==> src/logic/psgPkg.sv <==
`default_nettype none

package psgPkg;

	// ==========================================================
	// widths
	// ==========================================================
	localparam int psgAdrWidth = 16;
	localparam int psgIdxWidth = 6;
	// the sample index is the top psgIdxWidth bits of the phase
	localparam int psgPhaseWidth = 20;

	// ==========================================================
	// sample and register types
	// ==========================================================
	typedef logic signed [7:0] psgSample_t;
	typedef logic [3:0] psgVolume_t;

	// shape settings, msb first
	typedef struct packed {
		logic [9:0] waveBase;
		logic [1:0] lenLog;
		psgVolume_t volume;
	} psgShape_s;

	// one register word, read as a phase step or as shape settings
	typedef union packed {
		logic [15:0] freqView;
		psgShape_s shapeView;
	} psgCfgWord_u;

	typedef enum logic {
		CfgFreq = 1'b0,
		CfgShape = 1'b1
	} psgCfgSel_e;

	typedef struct packed {
		logic we;
		logic [2:0] chan;
		psgCfgSel_e sel;
		psgCfgWord_u word;
	} psgCfgWrite_s;

	// address is waveBase * 64 plus the sample index
	typedef struct packed {
		logic [psgAdrWidth-1:0] adr;
	} psgBusReq_s;

endpackage

`default_nettype wire

==> src/logic/psgBusArb.sv <==
`timescale 1ns/1ps
`default_nettype none

module psgBusArb #(
	parameter int numChannels = 8,
	localparam int selWidth = (numChannels > 1) ? $clog2(numChannels) : 1
) (
	input logic clk,
	input logic rst,
	input logic ce,
	input logic busDone,
	input logic [numChannels-1:0] req,
	output logic [numChannels-1:0] sel,
	output logic [selWidth-1:0] seln
);

	logic [selWidth-1:0] winner;
	logic anyReq;

	// ==========================================================
	// priority pick
	// ==========================================================
	// scan from the top so the lowest requester is written last
	always_comb begin
		winner = '0;
		anyReq = 1'b0;
		for (int i = numChannels - 1; i >= 0; i--) begin
			if (req[i]) begin
				winner = selWidth'(i);
				anyReq = 1'b1;
			end
		end
	end

	// ==========================================================
	// grant register
	// ==========================================================
	// grant only moves between transfers on a sample tick
	always_ff @(posedge clk) begin
		if (rst) begin
			sel <= '0;
			seln <= '0;
		end else if (ce && busDone && anyReq) begin
			sel <= numChannels'(1) << winner;
			seln <= winner;
		end
		// with nobody asking the last owner keeps the bus
	end

	// ==========================================================
	// checks
	// ==========================================================
	// one owner at most, and the index names it
	selOneHot: assert property (@(posedge clk) disable iff (rst)
		$onehot0(sel) && ((sel == '0) || sel[seln]));

	// no re-arbitration mid transfer or between ticks
	selHold: assert property (@(posedge clk) disable iff (rst)
		!(ce && busDone) |=> $stable(sel) && $stable(seln));

endmodule

`default_nettype wire

==> src/logic/psgBusMaster.sv <==
`timescale 1ns/1ps
`default_nettype none

module psgBusMaster #(
	parameter int numChannels = 8,
	localparam int selWidth = (numChannels > 1) ? $clog2(numChannels) : 1
) (
	input logic clk,
	input logic rst,
	input logic [selWidth-1:0] seln,
	input logic [numChannels-1:0] req,
	input psgPkg::psgBusReq_s busReq [numChannels],
	input logic sysAck,
	input psgPkg::psgSample_t sysDat,
	output logic sysCyc,
	output logic [psgPkg::psgAdrWidth-1:0] sysAdr,
	output logic [numChannels-1:0] fill,
	output psgPkg::psgSample_t fillData,
	output logic busDone
);

	typedef enum logic {
		StIdle,
		StWait
	} mstState_e;

	mstState_e state;
	logic [selWidth-1:0] owner;
	logic start;

	// idle with no fill in flight
	assign busDone = (state == StIdle) && (fill == '0);
	assign start = busDone && req[seln];
	assign sysCyc = (state == StWait);

	// ==========================================================
	// read engine
	// ==========================================================
	// seln may move while a read is out, so the owner is latched at start
	always_ff @(posedge clk) begin
		if (rst) begin
			state <= StIdle;
			owner <= '0;
			fill <= '0;
		end else begin
			fill <= '0;
			case (state)
				StIdle: begin
					if (start) begin
						state <= StWait;
						owner <= seln;
					end
				end
				StWait: begin
					// any number of wait states before the ack
					if (sysAck) begin
						state <= StIdle;
						fill <= numChannels'(1) << owner;
					end
				end
				default: state <= StIdle;
			endcase
		end
	end

	// address and data words
	always_ff @(posedge clk) begin
		if (rst) begin
			sysAdr <= '0;
			fillData <= '0;
		end else begin
			if (start)
				sysAdr <= busReq[seln].adr;
			if (sysCyc && sysAck)
				fillData <= sysDat;
		end
	end

	// ==========================================================
	// checks
	// ==========================================================
	adrHold: assert property (@(posedge clk) disable iff (rst)
		sysCyc && !sysAck |=> sysCyc && $stable(sysAdr));

endmodule

`default_nettype wire

==> src/logic/psgMixer.sv <==
`timescale 1ns/1ps
`default_nettype none

module psgMixer #(
	parameter int numChannels = 8
) (
	input logic clk,
	input logic rst,
	input logic ce,
	input psgPkg::psgSample_t sample [numChannels],
	input psgPkg::psgVolume_t volume [numChannels],
	output logic signed [15:0] psgOut
);

	logic signed [12:0] prod [numChannels];
	logic signed [15:0] mixSum;

	// ==========================================================
	// scaling
	// ==========================================================
	// signed sample times unsigned volume fits in 13 bits
	always_comb begin
		for (int i = 0; i < numChannels; i++) begin
			prod[i] = sample[i] * $signed({1'b0, volume[i]});
		end
	end

	// ==========================================================
	// sum
	// ==========================================================
	// eight full-scale channels stay inside 16 bits, more can wrap
	always_comb begin
		mixSum = '0;
		for (int i = 0; i < numChannels; i++) begin
			mixSum = mixSum + prod[i];
		end
	end

	// output moves at the sample rate only
	always_ff @(posedge clk) begin
		if (rst)
			psgOut <= '0;
		else if (ce)
			psgOut <= mixSum;
	end

endmodule

`default_nettype wire

==> src/logic/psgWaveChannel.sv <==
`timescale 1ns/1ps
`default_nettype none

module psgWaveChannel (
	input logic clk,
	input logic rst,
	input logic ce,
	input logic cfgWe,
	input psgPkg::psgCfgSel_e cfgSel,
	input psgPkg::psgCfgWord_u cfgWord,
	input logic fill,
	input psgPkg::psgSample_t fillData,
	output logic req,
	output psgPkg::psgBusReq_s busReq,
	output psgPkg::psgSample_t sample,
	output psgPkg::psgVolume_t volume
);
	import psgPkg::*;

	psgCfgWord_u freqReg;
	psgCfgWord_u shapeReg;
	logic [psgPhaseWidth-1:0] phase;
	logic [psgPhaseWidth-1:0] nextPhase;
	logic [psgIdxWidth-1:0] lenMask;
	logic [psgIdxWidth-1:0] curIdx;
	logic [psgIdxWidth-1:0] nextIdx;
	logic stepNew;

	// ==========================================================
	// config registers
	// ==========================================================
	always_ff @(posedge clk) begin
		if (rst) begin
			freqReg <= '0;
			shapeReg <= '0;
		end else if (cfgWe) begin
			if (cfgSel == CfgFreq)
				freqReg <= cfgWord;
			else
				shapeReg <= cfgWord;
		end
	end

	assign volume = shapeReg.shapeView.volume;

	// ==========================================================
	// phase accumulator
	// ==========================================================
	always_comb begin
		// wave length is 8 << lenLog; at 64 the shift wraps and the mask is all ones
		lenMask = (psgIdxWidth'(8) << shapeReg.shapeView.lenLog) - psgIdxWidth'(1);
		nextPhase = phase + psgPhaseWidth'(freqReg.freqView);
		curIdx = phase[psgPhaseWidth-1 -: psgIdxWidth] & lenMask;
		nextIdx = nextPhase[psgPhaseWidth-1 -: psgIdxWidth] & lenMask;
		// a zero step never moves the index, so the channel is silent on the bus
		stepNew = ce && (nextIdx != curIdx);
	end

	always_ff @(posedge clk) begin
		if (rst)
			phase <= '0;
		else if (ce)
			phase <= nextPhase;
	end

	// ==========================================================
	// fetch request
	// ==========================================================
	always_ff @(posedge clk) begin
		if (rst) begin
			req <= 1'b0;
			busReq <= '0;
		end else begin
			if (fill)
				req <= 1'b0;
			// new index while a read is still out is skipped
			if (stepNew && (!req || fill)) begin
				req <= 1'b1;
				busReq.adr <= {shapeReg.shapeView.waveBase, nextIdx};
			end
		end
	end

	// sample register
	always_ff @(posedge clk) begin
		if (rst)
			sample <= '0;
		else if (fill)
			sample <= fillData;
	end

	// address must not move under the bus master
	reqHold: assert property (@(posedge clk) disable iff (rst)
		req && !fill |=> req && $stable(busReq));

endmodule

`default_nettype wire

==> src/logic/psgWaveFetch.sv <==
`timescale 1ns/1ps
`default_nettype none

module psgWaveFetch #(
	parameter int numChannels = 8,
	localparam int selWidth = (numChannels > 1) ? $clog2(numChannels) : 1
) (
	input logic clk,
	input logic rst,
	input logic ce,
	input psgPkg::psgCfgWrite_s cfg,
	output logic sysCyc,
	output logic [psgPkg::psgAdrWidth-1:0] sysAdr,
	input logic sysAck,
	input psgPkg::psgSample_t sysDat,
	output logic signed [15:0] psgOut
);
	import psgPkg::*;

	logic [numChannels-1:0] chanWe;
	logic [numChannels-1:0] req;
	logic [numChannels-1:0] fill;
	logic [numChannels-1:0] grant;
	logic [selWidth-1:0] seln;
	logic busDone;
	psgBusReq_s busReq [numChannels];
	psgSample_t sample [numChannels];
	psgVolume_t volume [numChannels];
	psgSample_t fillData;

	// one write strobe per channel
	always_comb begin
		for (int i = 0; i < numChannels; i++) begin
			chanWe[i] = cfg.we && (cfg.chan == 3'(i));
		end
	end

	// ==========================================================
	// channels
	// ==========================================================
	for (genvar c = 0; c < numChannels; c++) begin : gChan
		psgWaveChannel u_chan (
			.clk(clk),
			.rst(rst),
			.ce(ce),
			.cfgWe(chanWe[c]),
			.cfgSel(cfg.sel),
			.cfgWord(cfg.word),
			.fill(fill[c]),
			.fillData(fillData),
			.req(req[c]),
			.busReq(busReq[c]),
			.sample(sample[c]),
			.volume(volume[c])
		);
	end

	// ==========================================================
	// bus side
	// ==========================================================
	psgBusArb #(.numChannels(numChannels)) u_arb (
		.clk(clk),
		.rst(rst),
		.ce(ce),
		.busDone(busDone),
		.req(req),
		.sel(grant),
		.seln(seln)
	);

	psgBusMaster #(.numChannels(numChannels)) u_master (
		.clk(clk),
		.rst(rst),
		.seln(seln),
		.req(req),
		.busReq(busReq),
		.sysAck(sysAck),
		.sysDat(sysDat),
		.sysCyc(sysCyc),
		.sysAdr(sysAdr),
		.fill(fill),
		.fillData(fillData),
		.busDone(busDone)
	);

	psgMixer #(.numChannels(numChannels)) u_mixer (
		.clk(clk),
		.rst(rst),
		.ce(ce),
		.sample(sample),
		.volume(volume),
		.psgOut(psgOut)
	);

	// an idle bus with a granted request starts a read in the next cycle
	grantStart: assert property (@(posedge clk) disable iff (rst)
		busDone && ((grant & req) != '0) |=> sysCyc);

	// data only goes back to a channel that asked for it
	fillPending: assert property (@(posedge clk) disable iff (rst)
		(fill & ~req) == '0);

endmodule

`default_nettype wire

==> config.mk <==
export PLATFORM = sky130hd
export DESIGN_NAME = psgWaveFetch
export DESIGN_NICKNAME = d
export VERILOG_FILES = /design/src/logic/psgPkg.sv /design/src/logic/psgBusArb.sv /design/src/logic/psgBusMaster.sv /design/src/logic/psgMixer.sv /design/src/logic/psgWaveChannel.sv /design/src/logic/psgWaveFetch.sv
export SDC_FILE = /design/constraint.sdc
export NUM_CORES = 2
export LEC_CHECK = 0
export BUFFER_PORTS_ARGS = -buffer_cell sky130_fd_sc_hd__buf_2
export CELL_PAD_IN_SITES_DETAIL_PLACEMENT = 0
export CELL_PAD_IN_SITES_GLOBAL_PLACEMENT = 1
export CORE_UTILIZATION = 45
export DETAILED_ROUTE_END_ITERATION = 16
export PLACE_DENSITY_LB_ADDON = 0.3
export SLEW_MARGIN = 0
export SYNTH_ARGS = -nofsm -noshare
export SYNTH_HDL_FRONTEND = slang
export SYNTH_SLANG_ARGS = --single-unit
==> constraint.sdc <==
create_clock -name clk -period 10.5 [get_ports clk]
set_clock_uncertainty 0.2 [all_clocks]
set_input_delay 3.15 -clock clk [delete_from_list [all_inputs] [get_ports clk]]
set_output_delay 3.15 -clock clk [all_outputs]
set_load 0.1 [all_outputs]
==> summary.md <==
| Metric | Value |
|---|---|
| Worst-path clk slew | `60 ps` |
| Synth Cell Area | `43,190 sq um` |
| Clock network power share | `0.485` |
| Largest net degree at the start of global routing | `176` |
| Syn Inst Count | `4,959` |
| Sw power | `0.001631 W` |
| Leak | `19.76 nW` |
| WS Path Type | `reg -> reg` |
| 1st-iter DRT viols | `2,089` |
| R2R Setup Slk | `540 ps` |
| Gr usage total | `0.2463` |
| Max Slew Vio Count | `0` |
| Tcrit/Tclk final | `0.9487` |
| Peak supply drop | `107.7 uV` |
| Cell family with most CP delay | `adder cells` |
| Post-DP HPWL | `83,360 um` |
| Net Sw Frac | `0.2667` |
| EDFF count, synth | `0` |
| Cts hold-fix bufs | `0` |
| Setup tns final | `0 ps` |
| Worst skew pair latency | `650 ps` |
| Synth warnings | `0` |
| Sequential share of the synthesized area | `0.3110` |
| Worst Path Required | `10,800 ps` |
| Setup crit start kind | `flip-flop` |
| CP max stage cell | `fa_1` |
| Top FF cell, synth | `dfxtp_1` |
| Fmax | `100.4 MHz` |
| Synth cell types | `89` |
| Critical Path Most Common Cell | `fa_1` |
| GP Congestion | `0.8613` |
| Total gr overflow | `0` |
| Die height | `311.8 um` |
| Syn Nets | `5,563` |
| Worst-margin pin slew | `1169 ps` |
| IO Count | `66` |
| Fin crit period | `9962 ps` |
| Yosys top cell area share | `0.3110` |
| Crit. End Element | `flip-flop` |
| Via count | `33,220` |
| RSZ-0062 raised after global routing | `false` |
| Register bit total from synthesis | `671` |
| Synth-to-layout area growth | `9.574%` |
| Setup violators final | `0` |
| Comb pwr share | `0.085` |
| CP peak stage delay | `550 ps` |
| Max-Cap Viols | `0` |
| Power per cell area | `129.2 nW/um^2` |
| WP buf/inv | `8` |
| Power, Total | `0.006116 W` |
| Most common cell after layout, fill and taps aside | `nand2_1` |
| Most frequent cells in the layout | `nand2_1, dfxtp_1, a21oi_1` |
| Deepest level of the CTS H-tree | `3` |
| Pre-antenna DRT Iters | `7` |
| Clock Sinks | `671` |
| Status | `finished clean` |
| Vias in the first global route | `33,120` |
| CTS tree | `built` |
| ANT nets after route | `0` |
| Cts bufs inserted | `80` |
| WL final | `118,600 um` |
| Rows | `113` |
| Detailed-route vias per instance | `5.343` |
| CP Max Fanout | `9` |
| Worst slew margin | `0.2165` |
| Remaining DRCs | `0` |
| Top cells by area, synth | `dfxtp_1, fa_1, ha_1` |
| Syn Area/Cell | `8.710 sq um` |
| Register share of total power | `0.430` |
| Internal | `0.004485 W` |
| DR WL/cell | `19.08 um` |
| Hold Fails Final Rpt | `0` |
| Clock root buffer | `clkbuf_16` |
| Min-Delay Path Class | `reg -> reg` |
| Final Non-Filler Cells | `6,216` |
| Initial core utilization | `0.4546` |
| Asr flop ratio synth | `0` |
| Net count, final | `5,487` |
| Core area | `95,010 sq um` |
| DIE AREA | `97,230 sq um` |
| PortBufs | `65` |
| Die Wd | `311.8 um` |
| Area leader, netlist | `dfxtp_1` |
| Initial antenna violation count | `7` |
| Clk buf depth | `3` |
| # placed instances | `6,066` |
| Share of layout cells above drive strength 1 | `0.06730` |
| First-pass GRT wire length | `189,200 um` |
| Worst path arrival time | `10,270 ps` |
==> power by group through the flow <==
| stage | Combinational [W] | Clock, W | Sequential, W |
|---|---|---|---|
| 6_report | 0.000518 | 0.00297 | 0.00263 |
| 5_1_grt | 0.000552 | 0.00314 | 0.00263 |
| 4_1_cts | 0.000519 | 0.00303 | 0.00263 |
| 3_5_place_dp | 0.000517 | 0 | 0.00268 |
| 3_3_place_gp | 0.000515 | 0 | 0.00268 |
| 2_1_floorplan | 0.000294 | 0 | 0.00275 |
==> Yosys cell counts, drive strengths merged (11+ instances only) <==
cell type / number
o31a: 13
or2: 13
o21a: 35
nor3: 50
inv: 430
o21ai: 118
nand3: 88
and2: 193
o31ai: 12
buf: 50
nand2: 801
o21bai: 15
o41ai: 11
nor2: 378
xor2: 62
a21oi: 471
mux2i: 219
nand4: 20
and3: 15
a211oi: 63
or3: 18
mux4: 34
a21o: 51
clkbuf: 205
nand2b: 30
xnor2: 107
o211ai: 37
dfxtp: 671
fa: 297
ha: 274
nor2b: 32
==> tightest hold or removal path: cells and delay by family, from the launching register on <==
kind             cells  cell delay [ps]
flip-flops           1              310
multiplexers         1               50
AND/OR/NAND/NOR      1               50
==> sequential cells by signal (all words and copies together), names as in the netlist <==
name	count
gChan.u_chan.sample	64
u_mixer.psgOut	16
u_master.sysAdr	16
gChan.u_chan.phase	160
gChan.u_chan.shapeReg	128
gChan.u_chan.freqReg	128
gChan.u_chan.busReq	128
u_arb.seln	3
gChan.u_chan.req	8
u_master.sysCyc	1
u_master.fillData	8
u_master.fill	8
u_master.owner	3
==> stage by stage <==
stage,instance area (sq um),worst slack [ps],hold WS [ps],utilization
finish,47330,538.4,241.8,0.4981
global route,47320,6.592,250.4,0.4981
CTS,47300,151.2,241.0,0.4979
detailed placement,44470,228.1,245.6,0.4681
global placement,44470,277.8,242.1,0.4681
floorplan,43190,773.7,228.9,-
==> worst paths after layout <==
| check | end | depth (start not counted) | from |
|---|---|---|---|
| hold reg to reg | gChan[1].u_chan.busReq[9] | 2 | gChan[1].u_chan.shapeReg[9] |
| setup / recovery | u_mixer.psgOut[15] | 36 | gChan[0].u_chan.shapeReg[0] |
| hold / removal | gChan[1].u_chan.busReq[9] | 2 | gChan[1].u_chan.shapeReg[9] |
| setup reg to reg | u_mixer.psgOut[15] | 36 | gChan[0].u_chan.shapeReg[0] |
==> what timing repair did <==
action                                  CTS  global route
resized for setup                         0             9
endpoints found under the setup margin    0             3
endpoints found under the hold margin     0             0
buffers inserted                          0             0
==> cell families (layout without fill, tap and decap cells) <==
logic type                 Yosys count  count (layout)  share of synthesized area
AOI/OAI and AO/OA                  925             925                     0.1327
xor gates and xnor gates           176             176                    0.03792
adders and majority gates          571             571                     0.2170
buffers and inverters              685             674                    0.06020
DFF                                671             671                     0.3110
muxes                              258             258                    0.06978
other                                0               3                          0
and+or+nand+nor                   1673            1673                     0.1714
==> per-layer routing <==
metal | GRT usage | wire, um | vias up
met5 | 0 | 23 | -
met1 | 0.3146 | 52050 | 16180
met3 | 0.02775 | 4373 | 160
li1 | - | - | 16350
met2 | 0.4372 | 59100 | 514
met4 | 0.06751 | 3023 | 4
==> cell type report <==
class | count | area [sq um]
repair buffers | 97 | 621.8
clock buffers | 110 | 2245
flip-flops and latches | 671 | 13440
clock inverters | 37 | 588.1
well taps | 1265 | 1583
multi-input cells | 3603 | 27230
fillers | 9111 | 47680
diodes | 3 | 7.507
inverters | 430 | 1619
No activity file was read; power rests on OpenSTA's default activity.
